<file path="src/datapath_defines.svh">
`ifndef DATAPATH_DEFINES_SVH
`define DATAPATH_DEFINES_SVH

// Width of every register and of the shared bus
`define WORD_WIDTH 32

// General purpose registers r0 to r15
`define NUM_GPR 16

// Eight real sources plus the idle code
`define NUM_BUS_SRC 9

`endif

</file>
<file path="src/mdr_unit.sv">
`timescale 1ns/1ns
`include "datapath_defines.svh"

module mdr_unit (
	input  logic                   clk,
	input  logic                   rst,
	input  logic                   mdr_enable,
	input  logic                   read,
	input  logic [`WORD_WIDTH-1:0] bus,
	input  logic [`WORD_WIDTH-1:0] mem_data_in,
	output logic [`WORD_WIDTH-1:0] mdr_q
);

	logic [`WORD_WIDTH-1:0] mdr_d;

	// Memory side wins while a read is in progress
	assign mdr_d = read ? mem_data_in : bus;

	always_ff @(posedge clk) begin
		if (rst) begin
			mdr_q <= '0;
		end else if (mdr_enable) begin
			mdr_q <= mdr_d;
		end
	end

endmodule

</file>
<file path="config.mk">
export PLATFORM = sky130hd
export DESIGN_NAME = mdr_unit
export DESIGN_NICKNAME = d
export VERILOG_FILES = /design/src/mdr_unit.sv
export VERILOG_INCLUDE_DIRS = /design/src /design/src/src
export SDC_FILE = /design/constraint.sdc
export NUM_CORES = 1
export LEC_CHECK = 0
export ABC_CLOCK_PERIOD_IN_PS = 930
export BUFFER_PORTS_ARGS = -buffer_cell sky130_fd_sc_hd__clkbuf_2
export CAP_MARGIN = 20
export CELL_PAD_IN_SITES_DETAIL_PLACEMENT = 1
export CELL_PAD_IN_SITES_GLOBAL_PLACEMENT = 1
export CORE_ASPECT_RATIO = 1.75
export CORE_MARGIN = 5
export CORE_UTILIZATION = 28
export DETAILED_ROUTE_END_ITERATION = 10
export PLACE_DENSITY = 0.79
export SETUP_SLACK_MARGIN = 0.05
export SKIP_CTS_REPAIR_TIMING = 1
export SYNTH_ARGS = -nofsm -noshare
export SYNTH_HDL_FRONTEND = slang
export SYNTH_SLANG_ARGS = --single-unit
</file>
<file path="constraint.sdc">
create_clock -name clk -period 0.93 [get_ports clk]
set_input_delay 0.0465 -clock clk [delete_from_list [all_inputs] [get_ports clk]]
set_output_delay 0.0465 -clock clk [all_outputs]
set_load 0.05 [all_outputs]
</file>
==> results.toml <==
[status]
status = "finished clean"

[pwr]
p_per_area_mw_per_mm2 = 1640
leakage_nw = 1.11
clkPwrFrac_pct = 29.6
power_frac_comb_pct = 28.1
p_int_w = 0.00250
ir_worst_vdd_mv = 0.952
p_switching_w = 0.00117
p_seq_share_pct = 42.3
p_sw_share_pct = 32.0

[die]
core_mm2 = 0.00498
start_util_pct = 28.9
die_w_um = 64.2
rows = 34
io_pins = 100
dieArea_mm2 = 0.00672
die_y_um = 105

[final_layout]
layout.nets = 309
areaGrowthSynthToFinish_pct = 55.9
antenna_cells = 0
layout-drive-gt1-share_pct = 60.3
largest_reg_flops = 32
regMostFlops = "mdr_q"
fillers = 601
design_area_mm2 = 0.00224
reg.largest.list = "mdr_q x32"

[sta]
clock_skew_ns = 0
holdWs_ns = 0.0742
tightest_slew_ns = 0.348
final-hold-violation-count = 0
rsz0062_at_grt = "true"
post-route-period-util_pct = 91.5
slew_violations = 0
finalSetupViolCount = 0
setup_tns_ns = 0
slew_headroom_pct = 76.8
fmax_ghz = 1.18
fin_ws_ns = 0.0790
min_period_ns = 0.851

[hold_path]
hp-start = "bus[9]"
worstHoldEndpoint = "mdr_q[9]"
min_path_type = "input pin to flip-flop"
hold_depth = 3

[routing]
wl_mm = 4.29
drtAntennaViolNets = 0
drcViolationCount = 0
drtPass1Iterations = 3
wl_per_cell_um = 14.5
viasPerCell = 4.77
drtIter0Drc = 31
routed-via-count = 1412

[clock_network]
clkLatencyLatePin_ns = 0.27
tritoncts = "yes"
htreeDepth = 2
cts_sinks = 32
numCtsBuffers = 5
clockBufferDepth = 2
clkTransAtPathRegs_ns = 0.07
cts-root-buf = "clkbuf_8"

[worst_setup_path]
worstPathMaxFanout = 2
r2r_start = "mdr_q[8]"
timing.rr.end = "mdr_q[8]"
crit_chain = "buf_4"
crit_buf_inv = 1
cpPeakStageDelay_ns = 0.33
cp.arrival_ns = 0.80
worstSetupPathType = "flip-flop to output pin"
reg2reg_slack_ns = 0.24
critPathSlowestCell = "dfxtp_2"
critPathTopFamily = "flip-flops"
required_ns = 0.88
r2r_cells = 2
worst_setup_path_start_kind = "flip-flop"
end_kind = "output pin"

[logic_synthesis]
ys_seq_area_share_pct = 44.6
synthCells = 142
ys_types = 9
syn_area_mm2 = 0.00144
synth.net_count = 210
synth_area_leader_cell = "dfxtp_1"
synth_seq_cells = 32
synth.area.top_cells = "dfxtp_1, mux2i_1, a211oi_1"
syn_area_per_cell_um2 = 10.1
synth_top_area_share_pct = 44.6
ys_warn_count = 0

[place]
placed_area_mm2 = 0.00203
gp_congestion = 0.654
dp_hpwl_mm = 3.41
io_buffer_count = 99
dp_slack_ns = 0.0119

[grt]
first_global_vias = 1472
grt_pass1_wl_mm = 6.96
grt_usage_pct = 12.9
grt_start_max_net_pins = 33
grt_remaining_overflow = 0
antenna_found_initial = 0

[flow_run]
max_cap_violations = 0
synth_stat cells:
| master | number |
|---|---|
| buf_4 | 1 |
| mux2i_1 | 32 |
| buf_12 | 3 |
| a211oi_1 | 32 |
| dfxtp_1 | 32 |
| nor2_1 | 32 |
| buf_2 | 3 |
| clkbuf_1 | 6 |
| buf_6 | 1 |
logic make-up after synthesis:
| group | Yosys count | share of synthesized area (%) |
|---|---|---|
| buffers and inverters | 14 | 8.09 |
| AND/OR/NAND/NOR | 32 | 8.36 |
| flip-flops | 32 | 44.6 |
| AO/OA/AOI/OAI | 32 | 16.7 |
| multiplexers | 32 | 22.3 |
through the flow:
stage	cells	utilization (%)	total power (W)
CTS	296	42.6	0.00364
detailed placement	288	40.7	0.00254
floorplan	142	-	0.00223
global placement	288	40.7	0.00252
global route	296	45.0	0.00388
finish	296	45.0	0.00367
worst max-delay path by stage:
stage               startpoint  depth (start not counted)        end
floorplan            mdr_q[31]                          2  mdr_q[31]
global placement          read                          4  mdr_q[15]
detailed placement        read                          4  mdr_q[11]
CTS                  mdr_q[20]                          1  mdr_q[20]
global route         mdr_q[24]                          1  mdr_q[24]
finish                mdr_q[6]                          1   mdr_q[6]
layout make-up:
class	instances	area, um^2	area share [%]
tap	54	67.6	3.02
clock inverter	2	10.0	0.447
clock buffer	6	82.6	3.69
sequential	32	681	30.4
timing repair buffer	106	719	32.1
multi-input combinational	96	681	30.4
cell usage in the layout, fill, tap and decap left out:
cell type / n
mux2i_1: 32
buf_4: 24
clkinv_2: 2
buf_6: 11
buf_12: 4
clkbuf_8: 6
clkbuf_2: 67
a211oi_1: 32
dfxtp_2: 32
nor2_1: 32
worst reg2reg max path, delay by kind of cell (launching register included):
family | cells | cell delay [ns]
compound gates | 1 | 0.21
simple gates | 1 | 0.05
flops | 1 | 0.34
power by group through the flow:
stage               combinational [W]  clock [W]  sequential (W)
global placement             0.000946          0         0.00157
finish                        0.00103    0.00109         0.00155
CTS                          0.000963    0.00113         0.00155
global route                  0.00110    0.00121         0.00157
detailed placement           0.000962          0         0.00158
floorplan                    0.000299          0         0.00193
routing by layer:
metal  track usage [%]  share of wire, %  vias up
li1                  -                 -      710
met1              14.0                36      645
met2              22.7                56       53
met3              3.54               6.7        4
met4              5.68               1.5        0
met5                 0                 0        -
Note: power is estimated with default switching activity, not from simulation.
