<file path="src/datapath_defines.svh">
`ifndef DATAPATH_DEFINES_SVH
`define DATAPATH_DEFINES_SVH

// Width of every register and of the shared bus
`define WORD_WIDTH 32

// General purpose registers r0 to r15
`define NUM_GPR 16

// Eight real sources plus the idle code
`define NUM_BUS_SRC 9

`endif

</file>
<file path="src/gpr_if.sv">
`timescale 1ns/1ns
`include "datapath_defines.svh"

interface gpr_if;
	logic [`NUM_GPR-1:0]    en;      // Load enable per register
	logic [`NUM_GPR-1:0]    out_sel; // One-hot read select
	logic [`WORD_WIDTH-1:0] wr_data; // The bus
	logic [`WORD_WIDTH-1:0] rd_data;
	logic                   rd_valid;

	modport rf (
		input  en, out_sel, wr_data,
		output rd_data, rd_valid
	);

	modport drv (
		input  rd_data, rd_valid,
		output wr_data
	);
endinterface

</file>
<file path="src/register_file.sv">
`timescale 1ns/1ns
`include "datapath_defines.svh"

module register_file (
	input logic clk,
	input logic rst,
	gpr_if.rf   gpr
);

	logic [`WORD_WIDTH-1:0] regs [`NUM_GPR];

	always_ff @(posedge clk) begin
		if (rst) begin
			for (int i = 0; i < `NUM_GPR; i++) begin
				regs[i] <= '0;
			end
		end else begin
			// Several registers may load the same bus word at once
			for (int i = 0; i < `NUM_GPR; i++) begin
				if (gpr.en[i]) begin
					regs[i] <= gpr.wr_data;
				end
			end
		end
	end

	// OR of the selected words, which is exact while out_sel stays one-hot
	always_comb begin
		gpr.rd_data = '0;
		for (int i = 0; i < `NUM_GPR; i++) begin
			if (gpr.out_sel[i]) begin
				gpr.rd_data = gpr.rd_data | regs[i];
			end
		end
	end

	assign gpr.rd_valid = |gpr.out_sel;

	// The control side must never open two registers onto the bus together
	a_out_sel_onehot: assert property (
		@(posedge clk) disable iff (rst) $onehot0(gpr.out_sel)
	) else $error("Register read select is not one-hot: %b", gpr.out_sel);

endmodule

</file>
<file path="src/flat_wrapper.sv">
// flat-port wrapper written by rule: the top's interface ports become plain ports
module register_file_flat 
  (clk, rst, gpr_en, gpr_out_sel, gpr_wr_data, gpr_rd_data, gpr_rd_valid);
  gpr_if gpr_i ();
  input logic clk;
  input logic rst;
  input wire logic [$bits(gpr_i.en)-1:0] gpr_en;
  input wire logic [$bits(gpr_i.out_sel)-1:0] gpr_out_sel;
  input wire logic [$bits(gpr_i.wr_data)-1:0] gpr_wr_data;
  output wire logic [$bits(gpr_i.rd_data)-1:0] gpr_rd_data;
  output wire logic [$bits(gpr_i.rd_valid)-1:0] gpr_rd_valid;
  assign gpr_i.en = gpr_en;
  assign gpr_i.out_sel = gpr_out_sel;
  assign gpr_i.wr_data = gpr_wr_data;
  assign gpr_rd_data = gpr_i.rd_data;
  assign gpr_rd_valid = gpr_i.rd_valid;
  register_file u_core (.clk(clk), .rst(rst), .gpr(gpr_i));
endmodule
</file>
<file path="config.mk">
export PLATFORM = sky130hd
export DESIGN_NAME = register_file_flat
export DESIGN_NICKNAME = d
export VERILOG_FILES = /design/src/gpr_if.sv /design/src/register_file.sv /design/src/flat_wrapper.sv
export VERILOG_INCLUDE_DIRS = /design/src /design/src/src
export SDC_FILE = /design/constraint.sdc
export NUM_CORES = 1
export LEC_CHECK = 0
export BUFFER_PORTS_ARGS = -buffer_cell sky130_fd_sc_hd__buf_2
export CAP_MARGIN = 40
export CORE_MARGIN = 4
export CORE_UTILIZATION = 61
export DETAILED_ROUTE_END_ITERATION = 6
export PLACE_DENSITY = 0.88
export SETUP_SLACK_MARGIN = 0.15
export SYNTH_ARGS = -nofsm -noshare
export SYNTH_HDL_FRONTEND = slang
export SYNTH_SLANG_ARGS = --single-unit
export TNS_END_PERCENT = 30
</file>
<file path="constraint.sdc">
create_clock -name clk -period 2 [get_ports clk]
set_clock_uncertainty 0.2 [all_clocks]
set_input_delay 0.3 -clock clk [delete_from_list [all_inputs] [get_ports clk]]
set_output_delay 0.3 -clock clk [all_outputs]
set_load 0.01 [all_outputs]
</file>
==> run_results.csv, run 1 <==
group,metric,value,unit
cells_and_area,final_cells,1943,
cells_and_area,syn2layout_area_growth,18.1,%
global_route,grt_pass1_wl,87.4,mm
global_route,first_global_vias,13600,
route,num_vias,13600,
clocking,cts-buffers-inserted,50,
floorplanning,start_util,61.6,%
global_route,track_usage,31.0,%
logic_synthesis,synth_cell_type_count,18,
cells_and_area,utilization,72.8,%
floorplanning,die_area,37800,um2
route,final_antenna_net_count,0,
global_route,grt_max_degree,33,
placed_design,dpl.hpwl,33.8,mm
logic_synthesis,yosysSeqAreaShare,72.4,%
logic_synthesis,ys_top_cells_by_count,"edfxtp_1, and2_1, a22o_1",
logic_synthesis,synthCells,1304,
route,dr_wl_met2,30.3,mm
logic_synthesis,avgSynthCellArea,16.3,um2
route,routed.top_layer,"met4",
clocking,cts-root-buf,"clkbuf_16",
critical_path,required,1.50,ns
timing,tns,-9.61,ns
cells_and_area,final_area,25100,um2
cells_and_area,drive_above_1_share,29.0,%
placed_design,postPlaceCellArea,22700,um2
floorplanning,die_y,195,um
outcome,status,"finished, violations left",
logic_synthesis,synth_top_area_share,72.4,%
logic_synthesis,netlist_area,21200,um2
timing,fmax,0.402,GHz
cells_and_area,reg_top3,"u_core.regs: 512 flops",
logic_synthesis,synth-seq-cells,512,
clocking,cts_tree,"yes",
floorplanning,ios,99,
clocking,htreeDepth,2,
route,wirelength,61.0,mm
critical_path,critPathCaptureType,"output pin",
placed_design,port_buffers,98,
cells_and_area,top_register,"u_core.regs",
outcome,violations,"negative hold slack, negative setup slack",
route,wl_met1,20.2,mm
clocking,cts.sinks,512,
hold_path,hp-class,"primary input to flop",
global_route,grt_overflow,0,
timing,finalCritPeriodShare,124,%
route,drt_iter0_markers,2055,
placed_design,pre_cts_ws,-0.164,ns
timing,setup_viol_count_final,32,
critical_path,crit_path_start_kind,"flop",
clocking,cts_buffer_depth,3,
logic_synthesis,syn_nets,1370,
power,ir_worst_vdd,0.000796,V
cells_and_area,largest_reg_flops,512,
timing,period_needed,2.49,ns
power,p_leak,9.40,nW
route,viasPerCell,6.98,
logic_synthesis,synthTopCellsByArea,"edfxtp_1, and2_1, a22o_1, a221oi_1, a221oi_2",
logic_synthesis,synth.most_common_cell,"edfxtp_1",
logic_synthesis,synth_edf_count,512,
timing,worst_pin_slew,0.914,ns
route,dr_wl_met3,7.40,mm
logic_synthesis,yosysWarningCount,0,
route,firstDrtPassIters,6,
logic_synthesis,async_flop_share,0,%
power,finalPower,25.4,mW
floorplanning,die_w,195,um
job,cap_violations,0,
power,power.density,1010,nW/um2
timing,whs,-0.0168,ns
cells_and_area,fillers,1871,
timing,hold_viol_final,1,
timing,drv_slew,0,
floorplanning,core.rowCount,68,
timing,fin_ws,-0.486,ns
route,wl_per_cell,31.4,um
critical_path,arrival,1.99,ns
placed_design,placed_cells,1835,
global_route,antenna_found_initial,2,
critical_path,cp_max_fo,1,
clocking,clk_pin_slew,0.07,ns
cells_and_area,fin_nets,1511,
timing,max-slew-margin-rel,38.9,%
logic_synthesis,yosysTopAreaCell,"edfxtp_1",
placed_design,routabilityCongestion,0.841,
critical_path,path_class,"flop to output pin",
logic_synthesis,synth_ff_type,"edfxtp_1",
floorplanning,core-area,34500,um2
route,drc,0,
timing,rsz0062_at_grt,"yes",
## where the power goes
part           total (mW)  leakage (nW)  switching, mW  internal, mW
clock                9.75         0.834           4.03          5.72
combinational        2.46          3.09           1.46         0.994
sequential           13.2          5.47          0.414          12.8
total                25.4          9.40           5.90          19.5
## repair_timing
item / CTS / global route
setup endpoints to repair: 33 / 33
gates resized for setup: 72 / 19
hold buffers: 4 / 1
hold endpoints to repair: 4 / 1
pin swaps: 61 / 23
setup buffers: 0 / 0
## cells by family after synthesis
kind of cell    synth area share (%)
buf+inv                         4.00
flops                           72.4
compound gates                  11.5
simple gates                    12.1
## worst max-delay path: stages (launching register included)
cell and delay [ns]:
edfxtp_1 0.41, a22o_1 0.27, a221oi_2 0.21, buf_4 0.17
nand4_1 0.16, buf_2 0.20
## layer usage
metal  global-route usage [%]  vias up
met5                        0        -
met4                     14.1        0
met3                     5.98      250
met2                     51.8     1253
met1                     39.8     6680
li1                         -     5371
## placed cells by master (no fill, tap or decap)
cell / count
a221oi_1: 18
a221oi_2: 105
a221oi_4: 5
a22o_1: 125
a22o_2: 3
and2_1: 320
buf_12: 34
buf_2: 96
buf_4: 84
buf_6: 1
bufinv_16: 7
clkbuf_1: 6
clkbuf_16: 53
clkinv_1: 13
clkinv_2: 12
clkinv_8: 1
clkinvlp_4: 2
diode_2: 1
dlygate4sd3_1: 5
edfxtp_1: 512
nand4_1: 33
nor2b_1: 22
nor2b_2: 10
nor4_1: 2
nor4_2: 1
nor4_4: 1
or2_2: 16
## final timing paths
| path | from | end | slack (ns) | cells after the start |
|---|---|---|---|---|
| setup / recovery | u_core.regs[0][94]$_SDFFCE_PN0P_ | gpr_rd_data[30] | -0.49 | 5 |
| hold / removal | gpr_wr_data[2] | u_core.regs[0][34]$_SDFFCE_PN0P_ | -0.02 | 3 |
## area by class of cell
class | instances | area (um2) | share of cell area, %
clock buffer | 59 | 1350 | 5.38
antenna | 1 | 2.50 | 0.00998
timing repair buffer | 220 | 1850 | 7.39
multi-input combinational | 661 | 5570 | 22.2
sequential | 512 | 15400 | 61.3
clock inverter | 35 | 350 | 1.40
tap | 455 | 569 | 2.27
(Power assumes the default switching activity.)
==> run 2, diff against run 1 <==
- SKIP_LAST_GASP: unset -> 1
==> run 2 against run 1 <==
The run still ends with negative hold slack, negative setup slack left. Clock-buffer cell count did not move. Power down 0.79%. First-iteration DRC count down 11%. Die area unchanged. Worst hold slack gained 0.0045 ns. Sequential power about the same. Maximum frequency decreased by 4.2%. Critical endpoint is now gpr_rd_data[4]. Largest power group unchanged.
==> run_results.csv, run 2 (synthesis results as in run 1) <==
group,metric,value,unit
placed_design,port_buffers,98,
route,drc,0,
outcome,violations,"negative hold slack, negative setup slack",
clocking,cts_buffer_depth,3,
hold_path,hp-class,"primary input to flop",
job,cap_violations,0,
cells_and_area,largest_reg_flops,512,
power,p_leak,9.31,nW
route,num_vias,13400,
timing,hold_viol_final,1,
timing,drv_slew,0,
clocking,cts-buffers-inserted,50,
critical_path,critPathCaptureType,"output pin",
power,ir_worst_vdd,0.000798,V
global_route,use_met1,39.1,%
global_route,met3_usage,5.69,%
global_route,busiest_layer,"met2",
timing,fin_ws,-0.594,ns
floorplanning,ios,99,
power,swShare,22.8,%
cells_and_area,fin_nets,1511,
timing,setup_viol_count_final,33,
critical_path,critPathCapture,"gpr_rd_data[4]",
floorplanning,die_w,195,um
critical_path,path_class,"flop to output pin",
global_route,grt_overflow,0,
cells_and_area,top_register,"u_core.regs",
timing,whs,-0.0122,ns
power,p_int,19.5,mW
global_route,use_met2,51.0,%
global_route,antenna_found_initial,2,
floorplanning,die_y,195,um
timing,finalCritPeriodShare,130,%
timing,period_needed,2.59,ns
power,pwr-share-seq,52.3,%
clocking,cts.sinks,512,
route,final_antenna_net_count,0,
floorplanning,core-area,34500,um2
floorplanning,core.rowCount,68,
cells_and_area,fillers,1942,
timing,max-slew-margin-rel,37.8,%
timing,tns,-11.02,ns
route,wirelength,59.1,mm
global_route,track_usage,30.3,%
floorplanning,start_util,61.6,%
critical_path,arrival,2.09,ns
cells_and_area,layout_commonest_cell,"edfxtp_1",
global_route,first_global_vias,13500,
outcome,status,"finished, violations left",
global_route,grt_pass1_wl,85.5,mm
global_route,grt_max_degree,33,
clocking,cts_tree,"yes",
critical_path,cp_max_fo,1,
timing,fmax,0.385,GHz
cells_and_area,reg_top3,"u_core.regs: 512 flops",
critical_path,startpoint,"u_core.regs[0][132]$_SDFFCE_PN0P_",
placed_design,dpl.hpwl,33.8,mm
power,p_comb_share,9.3,%
power,netSwitchingPower,5.76,mW
route,drt_iter0_markers,1835,
power,power.density,1020,nW/um2
floorplanning,die_area,37800,um2
clocking,clk_pin_slew,0.07,ns
placed_design,pre_cts_ws,-0.164,ns
placed_design,routabilityCongestion,0.841,
clocking,cts-root-buf,"clkbuf_16",
timing,worst_pin_slew,0.932,ns
route,wl_per_cell,30.4,um
power,finalPower,25.2,mW
critical_path,required,1.50,ns
timing,rsz0062_at_grt,"yes",
cells_and_area,utilization,71.9,%
cells_and_area,syn2layout_area_growth,16.7,%
power,clockPowerShare,38.4,%
clocking,cts_setup_buffers,0,
route,firstDrtPassIters,6,
route,viasPerCell,6.89,
cells_and_area,final_cell_mix,"edfxtp_1, and2_1, a22o_1, buf_2, buf_4",
critical_path,crit_path_start_kind,"flop",
clocking,htreeDepth,2,
cells_and_area,drive_above_1_share,26.4,%
[run 2: changes by cell type in the layout (fill, tap and decap cells not counted)]
cell and delta:
buf_6 -1, nor4_1 +2, a221oi_4 -4, a221oi_1 +36, buf_4 -1, nor4_2 -1, nor4_4 -1, buf_2 +2
a221oi_2 -32
[run 2: how the worst min path moves through the flow]
stage | from | endpoint | slack, ns | cells after the start
finish | gpr_wr_data[2] | u_core.regs[0][34]$_SDFFCE_PN0P_ | -0.01 | 3
global route | gpr_wr_data[16] | u_core.regs[1][208]$_DFFE_PP_ | 0.008 | 2
CTS | gpr_wr_data[16] | u_core.regs[1][208]$_DFFE_PP_ | 0.01 | 2
detailed placement | gpr_wr_data[17] | u_core.regs[1][209]$_DFFE_PP_ | 0.56 | 2
global placement | gpr_wr_data[20] | u_core.regs[1][180]$_DFFE_PP_ | 0.61 | 2
floorplan | gpr_en[0] | u_core.regs[0][0]$_SDFFCE_PN0P_ | 0.30 | 1
[run 2: per-stage QoR]
stage,cells,cell area [um2]
2_1_floorplan,1304,21200
5_1_grt,1943,24800
4_1_cts,1933,24600
3_3_place_gp,1826,22600
3_5_place_dp,1835,22700
6_report,1943,24800
[run 2: worst max-delay path: stages, from the launching register on]
cell,delay [ns]
edfxtp_1,0.39
a22o_1,0.31
a221oi_2,0.40
nand4_1,0.23
buf_2,0.20
[run 2: layout make-up]
| class | count | area (um2) | share of cell area, % |
|---|---|---|---|
| clock inverters | 35 | 350 | 1.41 |
| diodes | 1 | 2.50 | 0.0101 |
| multi-input cells | 661 | 5280 | 21.3 |
| well taps | 455 | 569 | 2.30 |
| clock buffers | 59 | 1350 | 5.45 |
| flip-flops and latches | 512 | 15400 | 62.1 |
| repair buffers | 220 | 1840 | 7.45 |
[run 2: what timing repair did]
action                                  CTS  global route
gates cloned                              0             0
pin swaps                                21            14
endpoints found under the setup margin   33            33
hold buffers                              4             1
hold endpoints to repair                  4             1
gates resized for setup                  31            13
[run 2: power by group through the flow]
stage	clock, mW	combinational, mW	sequential, mW
3_3_place_gp	0	2.05	13.2
5_1_grt	10.2	2.44	13.2
2_1_floorplan	0	1.28	13.2
6_report	9.70	2.34	13.2
3_5_place_dp	0	2.15	13.3
4_1_cts	9.70	2.25	13.1
[run 2: metal layers]
| layer | wire (um) | up-vias |
|---|---|---|
| met5 | 0 | - |
| met4 | 2840 | 0 |
| met3 | 6490 | 234 |
| met2 | 29500 | 1140 |
| met1 | 20300 | 6631 |
| li1 | - | 5377 |
