### src/datapath_defines.svh
`ifndef DATAPATH_DEFINES_SVH
`define DATAPATH_DEFINES_SVH

// Width of every register and of the shared bus
`define WORD_WIDTH 32

// General purpose registers r0 to r15
`define NUM_GPR 16

// Eight real sources plus the idle code
`define NUM_BUS_SRC 9

`endif

### src/datapath_pkg.sv
`include "datapath_defines.svh"

package datapath_pkg;

	typedef enum logic [4:0] {
		op_add = 5'd0,
		op_sub = 5'd1,
		op_and = 5'd2,
		op_or  = 5'd3,
		op_shr = 5'd4,
		op_shl = 5'd5,
		op_ror = 5'd6,
		op_rol = 5'd7,
		op_mul = 5'd8,
		op_div = 5'd9,
		op_neg = 5'd10,
		op_not = 5'd11
	} alu_op_t;

	// Order matches the strobe vector in bus_driver, offset by one
	typedef enum logic [3:0] {
		src_none   = 4'd0,
		src_gpr    = 4'd1,
		src_hi     = 4'd2,
		src_lo     = 4'd3,
		src_zhi    = 4'd4,
		src_zlo    = 4'd5,
		src_pc     = 4'd6,
		src_mdr    = 4'd7,
		src_inport = 4'd8
	} bus_src_t;

	typedef struct packed {
		logic [`WORD_WIDTH-1:0] hi; // Remainder for div
		logic [`WORD_WIDTH-1:0] lo; // Quotient for div
	} z_halves_t;

	// Mul writes the whole product, everything else fills the halves
	typedef union packed {
		logic [2*`WORD_WIDTH-1:0] full;
		z_halves_t                half;
	} z_word_t;

endpackage

### src/gpr_if.sv
`timescale 1ns/1ns
`include "datapath_defines.svh"

interface gpr_if;
	logic [`NUM_GPR-1:0]    en;      // Load enable per register
	logic [`NUM_GPR-1:0]    out_sel; // One-hot read select
	logic [`WORD_WIDTH-1:0] wr_data; // The bus
	logic [`WORD_WIDTH-1:0] rd_data;
	logic                   rd_valid;

	modport rf (
		input  en, out_sel, wr_data,
		output rd_data, rd_valid
	);

	modport drv (
		input  rd_data, rd_valid,
		output wr_data
	);
endinterface

### src/bus_driver.sv
`timescale 1ns/1ns
`include "datapath_defines.svh"

module bus_driver import datapath_pkg::*; (
	input  logic                   clk,
	input  logic                   rst,
	gpr_if.drv                     gpr,
	input  logic                   hi_out,
	input  logic                   lo_out,
	input  logic                   zhi_out,
	input  logic                   zlo_out,
	input  logic                   pc_out,
	input  logic                   mdr_out,
	input  logic                   inport_out,
	input  logic [`WORD_WIDTH-1:0] hi_q,
	input  logic [`WORD_WIDTH-1:0] lo_q,
	input  logic [`WORD_WIDTH-1:0] zhi_q,
	input  logic [`WORD_WIDTH-1:0] zlo_q,
	input  logic [`WORD_WIDTH-1:0] pc_q,
	input  logic [`WORD_WIDTH-1:0] mdr_q,
	input  logic [`WORD_WIDTH-1:0] inport_q,
	output logic [`WORD_WIDTH-1:0] bus
);

	localparam int strobe_count = `NUM_BUS_SRC - 1; // Every code except none

	logic [strobe_count-1:0] strobes;
	bus_src_t                src;

	// Bit i selects source code i + 1
	assign strobes = {inport_out, mdr_out, pc_out, zlo_out, zhi_out, lo_out, hi_out,
		gpr.rd_valid};

	always_comb begin
		src = src_none;
		for (int i = 0; i < strobe_count; i++) begin
			if (strobes[i]) begin
				src = bus_src_t'(i + 1);
			end
		end
	end

	always_comb begin
		case (src)
			src_gpr:    bus = gpr.rd_data;
			src_hi:     bus = hi_q;
			src_lo:     bus = lo_q;
			src_zhi:    bus = zhi_q;
			src_zlo:    bus = zlo_q;
			src_pc:     bus = pc_q;
			src_mdr:    bus = mdr_q;
			src_inport: bus = inport_q;
			default:    bus = '0; // Idle bus reads zero
		endcase
	end

	assign gpr.wr_data = bus;

	// Register file select and the special strobes share one bus
	a_one_source: assert property (
		@(posedge clk) disable iff (rst) $onehot0(strobes)
	) else $error("More than one bus source active: %b", strobes);

endmodule

### src/flat_wrapper.sv
// flat-port wrapper written by rule: the top's interface ports become plain ports
module bus_driver_flat import datapath_pkg::*;
  (clk, rst, hi_out, lo_out, zhi_out, zlo_out, pc_out, mdr_out, inport_out, hi_q, lo_q, zhi_q, zlo_q, pc_q, mdr_q, inport_q, bus, gpr_rd_data, gpr_rd_valid, gpr_wr_data);
  gpr_if gpr_i ();
  input  logic clk;
  input  logic rst;
  input  logic hi_out;
  input  logic lo_out;
  input  logic zhi_out;
  input  logic zlo_out;
  input  logic pc_out;
  input  logic mdr_out;
  input  logic inport_out;
  input  logic [`WORD_WIDTH-1:0] hi_q;
  input  logic [`WORD_WIDTH-1:0] lo_q;
  input  logic [`WORD_WIDTH-1:0] zhi_q;
  input  logic [`WORD_WIDTH-1:0] zlo_q;
  input  logic [`WORD_WIDTH-1:0] pc_q;
  input  logic [`WORD_WIDTH-1:0] mdr_q;
  input  logic [`WORD_WIDTH-1:0] inport_q;
  output logic [`WORD_WIDTH-1:0] bus;
  input wire logic [$bits(gpr_i.rd_data)-1:0] gpr_rd_data;
  input wire logic [$bits(gpr_i.rd_valid)-1:0] gpr_rd_valid;
  output wire logic [$bits(gpr_i.wr_data)-1:0] gpr_wr_data;
  assign gpr_i.rd_data = gpr_rd_data;
  assign gpr_i.rd_valid = gpr_rd_valid;
  assign gpr_wr_data = gpr_i.wr_data;
  bus_driver u_core (.clk(clk), .rst(rst), .gpr(gpr_i), .hi_out(hi_out), .lo_out(lo_out), .zhi_out(zhi_out), .zlo_out(zlo_out), .pc_out(pc_out), .mdr_out(mdr_out), .inport_out(inport_out), .hi_q(hi_q), .lo_q(lo_q), .zhi_q(zhi_q), .zlo_q(zlo_q), .pc_q(pc_q), .mdr_q(mdr_q), .inport_q(inport_q), .bus(bus));
endmodule
### config.mk
export PLATFORM = sky130hd
export DESIGN_NAME = bus_driver_flat
export DESIGN_NICKNAME = d
export VERILOG_FILES = /design/src/datapath_pkg.sv /design/src/gpr_if.sv /design/src/bus_driver.sv /design/src/flat_wrapper.sv
export VERILOG_INCLUDE_DIRS = /design/src /design/src/src
export SDC_FILE = /design/constraint.sdc
export NUM_CORES = 1
export LEC_CHECK = 0
export BUFFER_PORTS_ARGS = -buffer_cell sky130_fd_sc_hd__buf_4
export CAP_MARGIN = 0
export CORE_AREA = 2 2 130 132
export DETAILED_ROUTE_END_ITERATION = 8
export DIE_AREA = 0 0 132 134
export GPL_ROUTABILITY_DRIVEN = 0
export PLACE_DENSITY = 0.53
export RECOVER_POWER = 50
export SLEW_MARGIN = 0
export SYNTH_ARGS = -nofsm -noshare
export SYNTH_HDL_FRONTEND = slang
export SYNTH_SLANG_ARGS = --single-unit
### constraint.sdc
create_clock -name vclk -period 2.5
set_input_delay 0.25 -clock vclk [all_inputs]
set_output_delay 0.25 -clock vclk [all_outputs]
set_load 0.005 [all_outputs]
==> results of run 1 <==
## power groups by stage
stage	clock network, mW	logic, mW	registers [mW]
after floorplan	0	0.309	0
after global placement	0	0.783	0
after detailed placement	0	0.786	0
after CTS	0	0.789	0
after global routing	0	0.837	0
final	0	0.774	0
## metrics by stage
stage | instance area, µm² | util, %
finish | 4590 | 28.2
global route | 4590 | 28.2
CTS | 4590 | 28.2
detailed placement | 4590 | 28.2
global placement | 4590 | 28.2
floorplan | 2090 | -
## area by class of cell
type,instances,area [µm²]
fillers,1788,11700
well taps,220,275
repair buffers,340,2590
multi-input cells,233,1720
inverters,1,3.75
## critical path, cell delays in order
cell      delay [ps]
buf_4            150
or4_4            570
nor2_1           190
o21ai_4          310
o211ai_1         420
buf_4            180
## Yosys cell counts, drive strengths merged
master  instances
nor2            3
a22oi          32
or4             1
a21oi          32
o21ai           1
nor4b           1
o211ai         32
clkbuf         22
mux2i          32
buf            43
nand3b         32
nand2b          1
inv             1
nand2          32
nor4            1
a221oi         33
## logic make-up (layout without fill, tap and decap cells)
logic type             after synthesis  after routing
AND/OR/NAND/NOR                     71             71
AO/OA/AOI/OAI                      130            130
multiplexers                        32             32
buffers and inverters               66            341
## how the worst max path moves through the flow
stage / startpoint / endpoint / slack (ps)
after floorplan: pc_out / gpr_wr_data[3] / 480
after global placement: pc_out / bus[13] / 160
after detailed placement: pc_out / bus[13] / 140
after CTS: pc_out / bus[13] / 140
after global routing: pc_out / bus[27] / 80
final: pc_out / bus[13] / 190
## routing by layer
metal  global-route usage (%)  wire length (µm)  vias to the layer above
met1                     17.6              5610                     1647
met5                        0                 0                        -
met2                     25.4              6730                      165
met4                    0.423                25                        0
met3                     2.19               927                        2
li1                         -                 -                     1715
==> flow_summary_export.csv, run 1 <==
group,metric,value,unit
power_and_ir_drop,p_sw,0.283,mW
yosys,synth_compound_area_share,45.1,%
floorplan,initial_utilization,12.8,%
flow_run,cap_viol_max_count,0,
final_layout,area_growth,120,%
timing,max_slew.worst_pin.slew,1050,ps
clock_tree,postCtsSetupRepairBufs,0,
yosys,synthXorXnorAreaFrac,0,%
power_and_ir_drop,power.share.switching,36.5,%
timing,slew-limit-headroom,29.5,%
yosys,synthCells,299,
grt,grt_pass1_vias,3509,
min_path,hold-path-cell-count,4,
final_layout,layout.nets,842,
route,wl,13.3,mm
timing,final.setup.tns,0,ps
yosys,syn_area,2090,µm²
power_and_ir_drop,p_leak,2.10,nW
yosys,syn_nets,565,
floorplan,rows,47,
final_layout,diodes,0,
yosys,seq_area_frac_synth,0,%
power_and_ir_drop,p_clk_share,0,%
power_and_ir_drop,p_int,0.491,mW
route,viasPerCell,4.44,
setup_path,arrival,2060,ps
floorplan,die_h,134,µm
timing,grt_setup_unrepaired,"no",
yosys,synth_area_leaders,"mux2i_1 (15%), a221oi_1 (13%), a22oi_1 (12%)",
placed_design,post-place-ws,139,ps
yosys,muxShareOfSynthArea,15.4,%
setup_path,crit_type,"input pin to output pin",
min_path,worstHoldStart,"zlo_q[10]",
placed_design,portBuffers,328,
grt,grt_overflow_total,0,
setup_path,cp-start-kind,"input pin",
timing,finalHoldViolCount,0,
final_layout,instances_no_fill,794,
route,drtPass1Iterations,4,
yosys,ys_warn_count,0,
min_path,hold_end,"bus[10]",
setup_path,critPathMaxFanout,32,
yosys,synth-simple-area-share,20.1,%
grt,grt_pass1_wl,19.6,mm
power_and_ir_drop,pwr-share-comb,100.0,%
yosys,synth_cell_types,20,
outcome,status,"complete, no violations",
final_layout,layout-drive-gt1-share,60.3,%
setup_path,required,2250,ps
clock_tree,ctsHoldBuffers,0,
final_layout,layout_commonest_cell,"buf_4",
route,drt-initial-drc-count,159,
floorplan,core,16300,µm²
final_layout,regArea,0,µm²
yosys,netlist.area_leader.share,15.4,%
yosys,syn_area_per_cell,6.98,µm²
placed_design,dpl.cell_count,794,
route,drc_errors,0,
yosys,synth_top_family_by_area,"compound AO/OA/AOI/OAI gates",
yosys,synth_top_cell_by_area,"mux2i_1",
timing,min_period,2310,ps
timing,setup_ws,187,ps
setup_path,end_kind,"output pin",
grt,grtUsageTotal,13.7,%
power_and_ir_drop,irDropWorstVdd,0.0449,mV
timing,fin_crit_sh,92.5,%
placed_design,dp_hpwl,11.0,mm
floorplan,die_x,132,µm
power_and_ir_drop,seqPwrFrac,0,%
timing,setup_viol,0,
grt,antenna_found_initial,0,
min_path,hp-class,"input pin to output pin",
final_layout,nClkBuffers,0,
route,wl_per_cell,16.7,µm
final_layout,seq_cells,0,
timing,slew_violations,0,
floorplan,die_area,17700,µm²
clock_tree,cts-resized-gates,0,
power_and_ir_drop,p_total,0.774,mW
grt,grt_start_max_net_pins,41,
route,num_vias,3529,
floorplan,ios,330,
timing,whs,859,ps
power_and_ir_drop,p_per_area,169,nW/µm²
yosys,synth_fa_ha_area_share,0,%
route,ant_nets,0,
timing,max_freq,0.432,GHz
(Power assumes the default switching activity.)
==> inputs of run 2 (changes only) <==
--- a/config.mk
+++ b/config.mk
@@ -14,6 +14,7 @@
 export GPL_ROUTABILITY_DRIVEN = 0
 export PLACE_DENSITY = 0.53
 export RECOVER_POWER = 50
+export SETUP_SLACK_MARGIN = 0.2
 export SLEW_MARGIN = 0
 export SYNTH_ARGS = -nofsm -noshare
 export SYNTH_HDL_FRONTEND = slang
==> constraint.sdc (replaced) <==
create_clock -name vclk -period 2.5
set_input_delay 0.25 -clock vclk [all_inputs]
set_output_delay 0.25 -clock vclk [all_outputs]
set_load 0.02 [all_outputs]
==> run 2 against run 1 <==
Against the previous run: sequential share of layout area stayed put; non-clock buffer count is 5 higher; flip-flop and latch count stayed put; highest routed layer unchanged; first-iteration DRC count is 4.4% lower; global-route usage is 0.34 points higher; routed wire length is 8.1% higher; total power is 15% higher.
==> flow_summary_export.csv, run 2 (synthesized netlist as in run 1, its figures left out) <==
group,metric,value,unit
setup_path,required,2250,ps
placed_design,portBuffers,328,
power_and_ir_drop,irDropWorstVdd,0.0676,mV
grt,grt_start_max_net_pins,34,
power_and_ir_drop,p_leak,2.08,nW
power_and_ir_drop,p_per_area,193,nW/µm²
timing,grt_setup_unrepaired,"no",
setup_path,crit_path_max_incr_delay,580,ps
setup_path,end_kind,"output pin",
route,wl_per_cell,18.0,µm
final_layout,layout.nets,848,
grt,antenna_found_initial,0,
final_layout,instances_no_fill,800,
route,num_vias,3575,
floorplan,initial_utilization,12.8,%
route,viasPerCell,4.47,
final_layout,seq_cells,0,
outcome,status,"complete, no violations",
setup_path,arrival,2100,ps
timing,final.setup.tns,0,ps
route,wl,14.4,mm
setup_path,cp-start-kind,"input pin",
grt,grtUsageTotal,14.1,%
timing,min_period,2350,ps
timing,slew_violations,0,
floorplan,die_area,17700,µm²
final_layout,diodes,0,
final_layout,regArea,0,µm²
setup_path,critPathMaxFanout,16,
placed_design,dpl.cell_count,794,
final_layout,n_fill_cell,1799,
final_layout,layout_commonest_cell,"buf_4",
setup_path,crit_chain,"buf_4, or4_4, nor2_2, o21ai_4, o211ai_1, clkbuf_1",
route,drt-initial-drc-count,152,
timing,max_freq,0.425,GHz
route,ant_nets,0,
flow_run,cap_viol_max_count,0,
route,drc_errors,0,
timing,fin_crit_sh,94.0,%
setup_path,crit_slowest_cell,"or4_4",
final_layout,layout-drive-gt1-share,57.8,%
floorplan,die_h,134,µm
timing,finalHoldViolCount,0,
placed_design,dp_hpwl,10.9,mm
floorplan,die_x,132,µm
floorplan,core,16300,µm²
timing,max_slew.worst_pin.slew,749,ps
timing,slew-limit-headroom,49.9,%
final_layout,area_growth,122,%
setup_path,crit_type,"input pin to output pin",
grt,grt_pass1_vias,3577,
grt,grt_overflow_total,0,
floorplan,ios,330,
min_path,hp-class,"input pin to output pin",
timing,setup_viol,0,
route,drtPass1Iterations,4,
final_layout,nClkBuffers,0,
floorplan,rows,47,
grt,grt_pass1_wl,20.0,mm
==> run 2: where the power goes <==
part	internal, mW	switching, mW	leakage (nW)	total [mW]
clock network	0	0	0	0
registers	0	0	0	0
logic	0.483	0.410	2.08	0.893
total	0.483	0.410	2.08	0.893
==> run 2: cell type report <==
| type | instances | area (µm²) | area share [%] |
|---|---|---|---|
| multi-input cells | 234 | 1740 | 37.5 |
| well taps | 220 | 275 | 5.95 |
| repair buffers | 345 | 2620 | 56.5 |
| inverters | 1 | 3.75 | 0.0811 |
==> run 2: final timing paths <==
| kind | startpoint | to | slack, ps | cells past startpoint |
|---|---|---|---|---|
| min | gpr_rd_data[24] | gpr_wr_data[24] | 890 | 4 |
| max | zlo_out | gpr_wr_data[1] | 150 | 6 |
==> run 2: critical path, delay by kind of cell <==
kind	cells	cell delay [ps]
compound gates	2	580
simple gates	2	870
buf+inv	2	390
==> run 2: layer usage <==
metal / global-route usage (%) / vias to the layer above / part of all wire [%]
li1: - / 1731 / -
met1: 18.1 / 1644 / 41
met2: 26.2 / 196 / 50
met3: 1.93 / 4 / 8.1
met4: 0.664 / 0 / 0.26
met5: 0 / - / 0
==> run 2: per-stage QoR <==
stage	cell area [µm²]	utilization (%)	worst slack [ps]	power, mW	hold WS, ps
after detailed placement	4590	28.2	102	0.913	897
after global placement	4590	28.2	134	0.911	899
final	4630	28.4	149	0.893	894
after CTS	4640	28.5	200	0.924	902
after global routing	4630	28.4	102	0.956	919
after floorplan	2090	-	264	0.434	775
==> run 2: repair_timing <==
item	in CTS	in global routing
gates resized for setup	4	1
pin swaps	2	2
setup buffers	2	1
setup endpoints to repair	26	28
hold buffers	0	0
cloned	1	2
