File: src/datapath_defines.svh
`ifndef DATAPATH_DEFINES_SVH
`define DATAPATH_DEFINES_SVH

// Width of every register and of the shared bus
`define WORD_WIDTH 32

// General purpose registers r0 to r15
`define NUM_GPR 16

// Eight real sources plus the idle code
`define NUM_BUS_SRC 9

`endif

File: src/datapath_pkg.sv
`include "datapath_defines.svh"

package datapath_pkg;

	typedef enum logic [4:0] {
		op_add = 5'd0,
		op_sub = 5'd1,
		op_and = 5'd2,
		op_or  = 5'd3,
		op_shr = 5'd4,
		op_shl = 5'd5,
		op_ror = 5'd6,
		op_rol = 5'd7,
		op_mul = 5'd8,
		op_div = 5'd9,
		op_neg = 5'd10,
		op_not = 5'd11
	} alu_op_t;

	// Order matches the strobe vector in bus_driver, offset by one
	typedef enum logic [3:0] {
		src_none   = 4'd0,
		src_gpr    = 4'd1,
		src_hi     = 4'd2,
		src_lo     = 4'd3,
		src_zhi    = 4'd4,
		src_zlo    = 4'd5,
		src_pc     = 4'd6,
		src_mdr    = 4'd7,
		src_inport = 4'd8
	} bus_src_t;

	typedef struct packed {
		logic [`WORD_WIDTH-1:0] hi; // Remainder for div
		logic [`WORD_WIDTH-1:0] lo; // Quotient for div
	} z_halves_t;

	// Mul writes the whole product, everything else fills the halves
	typedef union packed {
		logic [2*`WORD_WIDTH-1:0] full;
		z_halves_t                half;
	} z_word_t;

endpackage

File: src/special_regs.sv
`timescale 1ns/1ns
`include "datapath_defines.svh"

module special_regs import datapath_pkg::*; (
	input  logic                   clk,
	input  logic                   rst,
	input  logic [`WORD_WIDTH-1:0] bus,
	input  z_word_t                alu_result,
	input  logic                   hi_enable,
	input  logic                   lo_enable,
	input  logic                   pc_enable,
	input  logic                   y_enable,
	input  logic                   z_enable,
	input  logic [`WORD_WIDTH-1:0] in_port,
	output logic [`WORD_WIDTH-1:0] hi_q,
	output logic [`WORD_WIDTH-1:0] lo_q,
	output logic [`WORD_WIDTH-1:0] pc_q,
	output logic [`WORD_WIDTH-1:0] y_q,
	output logic [`WORD_WIDTH-1:0] zhi_q,
	output logic [`WORD_WIDTH-1:0] zlo_q,
	output logic [`WORD_WIDTH-1:0] inport_q
);

	z_word_t z_q;

	always_ff @(posedge clk) begin
		if (rst) begin
			hi_q     <= '0;
			lo_q     <= '0;
			pc_q     <= '0;
			y_q      <= '0;
			z_q      <= '0;
			inport_q <= '0;
		end else begin
			if (hi_enable) begin
				hi_q <= bus;
			end
			if (lo_enable) begin
				lo_q <= bus;
			end
			if (pc_enable) begin
				pc_q <= bus;
			end
			if (y_enable) begin
				y_q <= bus; // Y holds the left ALU operand
			end
			if (z_enable) begin
				z_q <= alu_result;
			end
			// The input port is sampled every cycle
			inport_q <= in_port;
		end
	end

	assign zhi_q = z_q.half.hi;
	assign zlo_q = z_q.half.lo;

endmodule

File: config.mk
export PLATFORM = sky130hd
export DESIGN_NAME = special_regs
export DESIGN_NICKNAME = d
export VERILOG_FILES = /design/src/datapath_pkg.sv /design/src/special_regs.sv
export VERILOG_INCLUDE_DIRS = /design/src /design/src/src
export SDC_FILE = /design/constraint.sdc
export NUM_CORES = 1
export LEC_CHECK = 0
export BUFFER_PORTS_ARGS = -buffer_cell sky130_fd_sc_hd__buf_2
export CAP_MARGIN = 40
export CELL_PAD_IN_SITES_DETAIL_PLACEMENT = 0
export CELL_PAD_IN_SITES_GLOBAL_PLACEMENT = 1
export CORE_MARGIN = 2
export CORE_UTILIZATION = 37
export DETAILED_ROUTE_END_ITERATION = 8
export PLACE_DENSITY = 0.93
export SYNTH_ARGS = -nofsm -noshare
export SYNTH_HDL_FRONTEND = slang
export SYNTH_SLANG_ARGS = --single-unit
File: constraint.sdc
create_clock -name clk -period 1.7 [get_ports clk]
set_clock_uncertainty 0.1 [all_clocks]
set_input_delay 0.51 -clock clk [delete_from_list [all_inputs] [get_ports clk]]
set_output_delay 0.51 -clock clk [all_outputs]
set_load 0.03 [all_outputs]
==> results of run 1 <==
## cells in the mapped netlist, drive strengths merged
| library cell | count | area share |
|---|---|---|
| nor2 | 192 | 0.093 |
| buf | 46 | 0.050 |
| nor2b | 32 | 0.026 |
| mux2i | 192 | 0.25 |
| clkbuf | 2 | 0.00097 |
| dfxtp | 224 | 0.58 |
## routing by layer
| metal | track usage | share of wire | vias to the layer above |
|---|---|---|---|
| li1 | - | - | 2961 |
| met1 | 0.2073 | 0.40 | 2771 |
| met2 | 0.3067 | 0.48 | 264 |
| met3 | 0.06135 | 0.095 | 44 |
| met4 | 0.05714 | 0.029 | 2 |
| met5 | 0 | 0.00063 | - |
## sequential cells by signal, indices dropped and copies added (netlist names)
name,cells
y_q,32
hi_q,32
z_q,64
lo_q,32
inport_q,32
pc_q,32
## area by class of cell
cell class / instances / area, um^2
Clock buffer: 32 / 721.9
Timing Repair Buffer: 376 / 2210
Fill cell: 1829 / 9625
Multi-Input combinational cell: 416 / 2843
Tap cell: 270 / 337.8
Clock inverter: 12 / 142.6
Sequential cell: 224 / 4484
## metrics by stage
step           instances  setup slack, ns
2_1_floorplan        688           0.4357
5_1_grt             1330         -0.01038
4_1_cts             1330        0.0002299
3_5_place_dp        1286           0.2075
6_report            1330          0.02844
3_3_place_gp        1286           0.2502
## power by group through the flow
| stage | Combinational [mW] | Sequential [mW] | Clock (mW) |
|---|---|---|---|
| finish | 1.91 | 5.70 | 5.52 |
| global route | 2.04 | 5.74 | 5.88 |
| CTS | 1.89 | 5.70 | 5.66 |
| detailed placement | 1.88 | 5.81 | 0 |
| global placement | 1.86 | 5.80 | 0 |
| floorplan | 0.624 | 6.43 | 0 |
## worst max path at each step
stage	from	cells after the start	to
2_1_floorplan	z_enable	4	z_q[10]$_SDFFE_PP0P_
3_3_place_gp	lo_enable	4	lo_q[22]$_SDFFE_PP0P_
3_5_place_dp	lo_enable	4	lo_q[19]$_SDFFE_PP0P_
4_1_cts	hi_q[22]$_SDFFE_PP0P_	1	hi_q[22]
5_1_grt	pc_q[12]$_SDFFE_PP0P_	1	pc_q[12]
6_report	pc_q[15]$_SDFFE_PP0P_	1	pc_q[15]
## logic make-up (layout without fill, tap and decap cells)
logic type,Yosys count,after routing,synth area share
muxes,192,192,0.2489
and+or+nand+nor,224,224,0.1193
DFF,224,224,0.5808
buffers and inverters,48,420,0.05105
## repair_timing
action / 4_1_cts / 5_1_grt
resized for setup: 7 / 88
setup endpoints to repair: 7 / 56
pin swaps: 0 / 0
setup buffers: 0 / 0
==> impl_metrics.env, run 1 <==
export IMPL_p_clk_frac=0.420
export IMPL_grt_pass1_vias=5939
export IMPL_setup_violations=0
export IMPL_hold_path_end="inport_q[4]$_SDFF_PP0_"
export IMPL_hold_violations=0
export IMPL_crit_slowest_cell="dfxtp_1"
export IMPL_synthCells=688
export IMPL_cp_start_kind="flip-flop"
export IMPL_crit_fanout=2
export IMPL_p_switching_mw=3.445
export IMPL_crit_required_ns=1.09
export IMPL_io_buffers=358
export IMPL_syn_avg_cell_area_um2=11.22
export IMPL_path_cells="buf_2"
export IMPL_final_common_cell="buf_2"
export IMPL_power_density_nw_per_um2=1223
export IMPL_timing_worst_slew_pin_value_ns=0.2943
export IMPL_post_route_drc_count=0
export IMPL_cts_tree="built"
export IMPL_layout_common_cells="buf_2 (293), dfxtp_1 (224), mux2i_1 (192), nor2_1 (192), buf_4 (47)"
export IMPL_drive_above_1_share=0.3962
export IMPL_drtIter0Drc=133
export IMPL_crit_path_end_kind="primary output"
export IMPL_total_power_mw=13.14
export IMPL_min_from="in_port[4]"
export IMPL_synthesis_nets=823
export IMPL_grt_first_pass_wirelength_um=31440
export IMPL_vias=6042
export IMPL_ff2ff_path_depth=2
export IMPL_critPathArrivalTime_ns=1.06
export IMPL_max_slew_margin=0.8038
export IMPL_path_class="flip-flop to primary output"
export IMPL_irDropWorstVdd_mv=0.7512
export IMPL_path_delay_family="flip-flops"
export IMPL_die_y_um=148.5
export IMPL_fmax_mhz=598.2
export IMPL_pwr_share_comb=0.146
export IMPL_final_util=0.5273
export IMPL_clk_insertion_delay_late_ns=0.50
export IMPL_cts_buffers=24
export IMPL_ant_nets=0
export IMPL_routed_via_density=4.543
export IMPL_antenna_found_initial=1
export IMPL_synth_seq_cells=224
export IMPL_hold_worst_slack_ns=0.1115
export IMPL_hpwlAfterDp_um=14560
export IMPL_track_usage=0.1777
export IMPL_timing_critical_path_buf_inv=1
export IMPL_drv_slew=0
export IMPL_dieArea_um2=22040
export IMPL_cell_internal_pwr_mw=9.693
export IMPL_die_x_um=148.5
export IMPL_core_area_um2=20360
export IMPL_io_pins=359
export IMPL_routed_wirelength_um=20630
export IMPL_grt_overflow=0
export IMPL_synth_warnings=0
export IMPL_clk_pin_slew_ns=0.06
export IMPL_htreeDepth=1
export IMPL_grt_max_degree=57
export IMPL_seqPwrFrac=0.434
export IMPL_final_area_um2=10740
export IMPL_syn_area_um2=7721
export IMPL_period_minus_slack_ns=1.672
export IMPL_tns_ns=0
export IMPL_wl_per_cell_um=15.51
export IMPL_p_leak_nw=5.623
export IMPL_firstDrtPassIters=4
export IMPL_syn_to_final_growth_pct=39.09
export IMPL_status="finished, final reports clean"
export IMPL_nNetsFinal=1177
export IMPL_place_area_um2=9713
export IMPL_worstHoldPathCells=2
export IMPL_p_sw_frac=0.2622
export IMPL_place_gp_congestion=0.7517
export IMPL_yosysSeqAreaShare=0.5808
export IMPL_fp_row_count=52
export IMPL_min_period_over_period=0.9833
export IMPL_r2r_end="lo_q[15]$_SDFFE_PP0P_"
export IMPL_synth_cell_types=9
export IMPL_clk_root_buffer_cell="clkbuf_16"
export IMPL_r2r_slack_ns=0.91
export IMPL_reg2reg_from="lo_q[15]$_SDFFE_PP0P_"
export IMPL_cts_sinks=224
export IMPL_start_util=0.3791
export IMPL_clockBufferDepth=3
export IMPL_max_cap_violations=0
export IMPL_cp_slowest_stage_delay_ns=0.35
export IMPL_cts_hold_buffers=0
export IMPL_antennaDiodeCount=0
export IMPL_hp_class="input port to flip-flop"
Power figures use the tool's default switching activity.
==> inputs of run 2 (changes only) <==
- CORE_UTILIZATION: 37 -> 31
- PLACE_DENSITY: 0.93 -> 0.84
- clock period: 1.7 -> 1.53 ns (I/O delays scaled with it)
==> run 2 against run 1 <==
  * The run now ends with negative setup slack left
  * Die area grew 19%
  * Via count rose by 1.7%
  * Non-clock buffer count is 17 higher
  * Combinational power rose by 31%
  * Routed wire length up 5.2%
  * First-iteration DRC count grew 59%
  * Flip-flop and latch count is the same
  * Hold slack got worse by 0.061 ns
  * Largest cell class unchanged
  * Largest power group unchanged
  * Highest routed layer unchanged
==> impl_metrics.env, run 2 (same netlist as run 1, synthesis figures left out) <==
export IMPL_status="complete, but fails checks"
export IMPL_failed_checks="negative setup slack"
export IMPL_cts_buffers=25
export IMPL_placedCellCount=1343
export IMPL_n_fill_cell=2098
export IMPL_start_util=0.3166
export IMPL_grt_max_degree=57
export IMPL_cp_slowest_stage_delay_ns=0.35
export IMPL_io_buffers=358
export IMPL_fp_row_count=57
export IMPL_stdcell_count=1402
export IMPL_p_clk_frac=0.405
export IMPL_routed_via_density=4.384
export IMPL_firstDrtPassIters=4
export IMPL_track_usage=0.1593
export IMPL_grt_pass1_vias=6318
export IMPL_path_delay_family="flip-flops"
export IMPL_hp_class="input port to flip-flop"
export IMPL_clk_root_buffer_cell="clkbuf_16"
export IMPL_setup_slack_ns=-0.02266
export IMPL_setup_violations=141
export IMPL_irDropWorstVdd_mv=1.123
export IMPL_seqPwrFrac=0.429
export IMPL_crit_required_ns=0.97
export IMPL_cts_sinks=224
export IMPL_dieArea_um2=26190
export IMPL_clockBufferDepth=3
export IMPL_critPathArrivalTime_ns=0.99
export IMPL_nNetsFinal=1195
export IMPL_drtIter0Drc=211
export IMPL_max_cap_violations=0
export IMPL_period_minus_slack_ns=1.553
export IMPL_clk_pin_slew_ns=0.06
export IMPL_timing_worst_slew_pin_value_ns=0.2819
export IMPL_htreeDepth=1
export IMPL_cts_tree="built"
export IMPL_wl_per_cell_um=15.48
export IMPL_drv_slew=0
export IMPL_grt_overflow=0
export IMPL_grt_first_pass_wirelength_um=33720
export IMPL_syn_to_final_growth_pct=61.17
export IMPL_ant_nets=0
export IMPL_crit_path_end_kind="primary output"
export IMPL_p_leak_nw=6.013
export IMPL_p_sw_frac=0.2591
export IMPL_vias=6146
export IMPL_routed_wirelength_um=21700
export IMPL_drive_above_1_share=0.6091
export IMPL_largest_register_ffs=64
export IMPL_cts_hold_buffers=0
export IMPL_final_area_um2=12440
export IMPL_cp_start_kind="flip-flop"
export IMPL_max_slew_margin=0.8121
export IMPL_min_period_over_period=1.015
export IMPL_final_common_cell="buf_6"
export IMPL_pwr_share_comb=0.166
export IMPL_power_density_nw_per_um2=1214
export IMPL_layout_common_cells="buf_6 (225), dfxtp_2 (224), mux2i_1 (192), nor2_1 (192), buf_2 (132)"
export IMPL_io_pins=359
export IMPL_hpwlAfterDp_um=15000
export IMPL_antenna_found_initial=3
export IMPL_cell_internal_pwr_mw=11.20
export IMPL_core_area_um2=24390
export IMPL_place_gp_congestion=0.7626
export IMPL_timing_critical_path_buf_inv=1
export IMPL_clk_insertion_delay_late_ns=0.51
export IMPL_die_x_um=161.8
export IMPL_fmax_mhz=644.1
export IMPL_rsz0062_at_grt="yes"
export IMPL_hold_violations=0
export IMPL_crit_fanout=2
export IMPL_path_cells="buf_6"
export IMPL_place_area_um2=9803
export IMPL_path_class="flip-flop to primary output"
export IMPL_post_place_ws_ns=0.1571
export IMPL_top_register="z_q"
export IMPL_die_y_um=161.8
export IMPL_crit_slowest_cell="dfxtp_2"
export IMPL_p_switching_mw=3.915
export IMPL_post_route_drc_count=0
[run 2: cell count changes in the layout (fill, tap and decap cells not counted), moves of 20 or more]
cell and delta:
dfxtp_1 -224, dfxtp_2 +224, buf_6 +223, buf_2 -161, clkbuf_4 -25, buf_4 -20
[run 2: cell type report]
class / instances / area [um^2] / share of cell area
tap: 324 / 405.4 / 0.03258
clock buffer: 36 / 726.9 / 0.05842
multi-input combinational: 416 / 2843 / 0.2284
sequential: 224 / 4765 / 0.3829
clock inverter: 8 / 125.1 / 0.01005
timing repair buffer: 393 / 3577 / 0.2875
antenna: 1 / 2.502 / 0.0002011
[run 2: power by group through the flow]
| stage | Sequential, mW | Combinational (mW) | Clock (mW) |
|---|---|---|---|
| final | 6.49 | 2.51 | 6.12 |
| after global routing | 6.52 | 2.67 | 6.53 |
| after CTS | 6.48 | 2.51 | 6.28 |
| after detailed placement | 6.45 | 2.10 | 0 |
| after global placement | 6.45 | 2.08 | 0 |
| after floorplan | 7.14 | 0.694 | 0 |
[run 2: final timing paths]
| path | endpoint | slack, ns | from | cells after the start |
|---|---|---|---|---|
| setup / recovery | lo_q[3] | -0.02 | lo_q[3]$_SDFFE_PP0P_ | 1 |
| hold / removal | inport_q[26]$_SDFF_PP0_ | 0.05 | in_port[26] | 2 |
| setup reg to reg | pc_q[9]$_SDFFE_PP0P_ | 0.67 | pc_q[9]$_SDFFE_PP0P_ | 3 |
| hold reg to reg | z_q[62]$_SDFFE_PP0P_ | 0.39 | z_q[62]$_SDFFE_PP0P_ | 2 |
[run 2: routing by layer]
layer	part of all wire	global-route usage	up-vias	wire, um
li1	-	-	2992	-
met1	0.40	0.1849	2858	8604
met2	0.49	0.2778	254	10530
met3	0.091	0.05695	38	1968
met4	0.026	0.04385	4	570
met5	0.0012	0	-	27
[run 2: metrics by stage]
stage | setup TNS [ns] | total power [mW] | hold slack, ns | utilization
after floorplan | 0 | 7.834 | 0.4872 | -
after global placement | 0 | 8.522 | 0.3664 | 0.4019
after detailed placement | 0 | 8.550 | 0.3739 | 0.4019
after CTS | -6.600 | 15.28 | 0.02521 | 0.5076
after global routing | -9.532 | 15.72 | 0.03863 | 0.5102
final | -0.9950 | 15.11 | 0.05094 | 0.5102
[run 2: timing repair]
action	4_1_cts	5_1_grt
buffers inserted	6	8
endpoints found under the setup margin	224	224
resized for setup	672	0
==> inputs of run 3 (changes only) <==
- BUFFER_PORTS_ARGS: -buffer_cell sky130_fd_sc_hd__buf_2 -> not set
- CORE_UTILIZATION: 31 -> 40
- DONT_BUFFER_PORTS: not set -> 1
- PLACE_DENSITY: 0.84 -> 0.8
==> run 3 against run 2 <==
  * The flow now finishes without violations
  * Critical endpoint is now zlo_q[14]
  * Via count down 7.5%
  * First-iteration DRC count fell by 27%
  * Sequential power rose by 11%
  * Power is 9.9% lower
  * Core utilization increased by 5.0 points
  * Critical path depth down 1
==> impl_metrics.env, run 3 (same netlist as run 1, synthesis figures left out) <==
export IMPL_die_y_um=142.9
export IMPL_rsz0062_at_grt="no"
export IMPL_grt_max_degree=181
export IMPL_crit_path_end_kind="primary output"
export IMPL_clockBufferDepth=3
export IMPL_clk_pin_slew_ns=0.06
export IMPL_grt_pass1_vias=5821
export IMPL_status="finished, final reports clean"
export IMPL_cp_start_kind="flip-flop"
export IMPL_nNetsFinal=982
export IMPL_io_buffers=0
export IMPL_fp_row_count=50
export IMPL_r2r_end="lo_q[27]$_SDFFE_PP0P_"
export IMPL_period_minus_slack_ns=1.502
export IMPL_irDropWorstVdd_mv=0.8730
export IMPL_p_leak_nw=4.942
export IMPL_n_fill_cell=1511
export IMPL_die_x_um=142.9
export IMPL_wl_per_cell_um=19.38
export IMPL_drive_above_1_share=0.2997
export IMPL_placedCellCount=900
export IMPL_hold_violations=0
export IMPL_cts_tree="built"
export IMPL_routed_wirelength_um=21720
export IMPL_antenna_found_initial=0
export IMPL_dieArea_um2=20430
export IMPL_cell_internal_pwr_mw=10.22
export IMPL_clk_root_buffer_cell="clkbuf_16"
export IMPL_crit_required_ns=0.97
export IMPL_firstDrtPassIters=5
export IMPL_hpwlAfterDp_um=12920
export IMPL_drt_met1_wl_um=7828
export IMPL_grt_first_pass_wirelength_um=32330
export IMPL_r2r_slack_ns=0.12
export IMPL_track_usage=0.2012
export IMPL_grt_overflow=0
export IMPL_post_route_drc_count=0
export IMPL_wl_met3_um=2394
export IMPL_tns_ns=0
export IMPL_reg2reg_from="lo_q[27]$_SDFFE_PP0P_"
export IMPL_p_sw_frac=0.2492
export IMPL_start_util=0.4100
export IMPL_seqPwrFrac=0.528
export IMPL_routed_via_density=5.070
export IMPL_path_class="flip-flop to primary output"
export IMPL_stdcell_count=1121
export IMPL_min_period_over_period=0.9820
export IMPL_max_cap_violations=0
export IMPL_syn_to_final_growth_pct=36.70
export IMPL_wl_met2_um=10890
export IMPL_p_clk_frac=0.404
export IMPL_drv_slew=0
export IMPL_multi_input_area_um2=2843
export IMPL_cts_sinks=224
export IMPL_vias=5684
export IMPL_antennaDiodeCount=0
export IMPL_ff2ff_path_depth=3
export IMPL_worstHoldPathCells=2
export IMPL_ant_nets=0
export IMPL_clk_insertion_delay_late_ns=0.49
export IMPL_final_common_cell="dfxtp_2"
export IMPL_drtIter0Drc=155
export IMPL_place_gp_congestion=0.8231
export IMPL_p_switching_mw=3.391
export IMPL_fmax_mhz=665.6
export IMPL_power_density_nw_per_um2=1289
export IMPL_hp_class="input port to flip-flop"
export IMPL_crit_fanout=2
export IMPL_critPathArrivalTime_ns=0.94
export IMPL_register_area_um2=4807
export IMPL_max_slew_margin=0.8474
export IMPL_cts_buffers=22
export IMPL_pwr_share_comb=0.068
export IMPL_largest_register_ffs=64
export IMPL_min_from="bus[4]"
export IMPL_io_pins=359
export IMPL_htreeDepth=1
export IMPL_setup_violations=0
export IMPL_core_area_um2=18830
export IMPL_layout_common_cells="dfxtp_2 (207), mux2i_1 (192), nor2_1 (192)"
export IMPL_hold_path_end="y_q[4]$_SDFFE_PP0P_"
export IMPL_timing_worst_slew_pin_value_ns=0.2290
export IMPL_routed_top_layer="met4"
export IMPL_top_register="z_q"
==> run 3: per-layer routing <==
layer	up-vias	global-route usage
met4	0	0.06879
met1	2748	0.2128
met3	47	0.08048
met5	-	0
li1	2581	-
met2	308	0.3621
==> run 3: worst max-delay path by stage <==
stage                         startpoint              endpoint  slack, ns  depth (start not counted)
finish              z_q[14]$_SDFFE_PP0P_             zlo_q[14]       0.03                          0
global placement     z_q[4]$_SDFFE_PP0P_              zlo_q[4]       0.42                          0
detailed placement   z_q[4]$_SDFFE_PP0P_              zlo_q[4]       0.42                          0
CTS                 y_q[31]$_SDFFE_PP0P_               y_q[31]      0.008                          0
floorplan                       z_enable  z_q[10]$_SDFFE_PP0P_       0.32                          4
global route         z_q[6]$_SDFFE_PP0P_              zlo_q[6]      0.001                          0
==> run 3: area by class of cell <==
type / count / share of cell area
clock buffers: 33 / 0.06283
clock inverters: 5 / 0.007112
multi-input cells: 416 / 0.2693
flip-flops and latches: 224 / 0.4554
well taps: 260 / 0.03082
repair buffers: 183 / 0.1745
==> run 3: repair_timing <==
action | 4_1_cts | 5_1_grt
cloned | 0 | 0
setup endpoints to repair | 224 | 17
hold buffers | 182 | 1
setup buffers | 0 | 0
endpoints found under the hold margin | 224 | 1
gates resized for setup | 224 | 17
==> run 3: through the flow <==
step / util / total power [mW] / hold slack (ns) / instance area (um^2) / worst slack [ns]
final: 0.5605 / 13.61 / 0.02097 / 10560 / 0.02752
after global routing: 0.5605 / 14.09 / 0.004363 / 10560 / 0.001004
after CTS: 0.5577 / 13.64 / 0.0005252 / 10500 / 0.008102
after detailed placement: 0.4064 / 7.744 / 0.4450 / 7652 / 0.4182
after global placement: 0.4064 / 7.709 / 0.4488 / 7652 / 0.4201
after floorplan: - / 7.834 / 0.4872 / 7721 / 0.3167
==> run 3: power groups by stage <==
stage	Sequential, mW	Clock, mW	Combinational, mW
2_1_floorplan	7.14	0	0.694
3_3_place_gp	7.24	0	0.467
3_5_place_dp	7.24	0	0.501
4_1_cts	7.20	5.54	0.898
5_1_grt	7.22	5.86	1.02
6_report	7.19	5.49	0.927
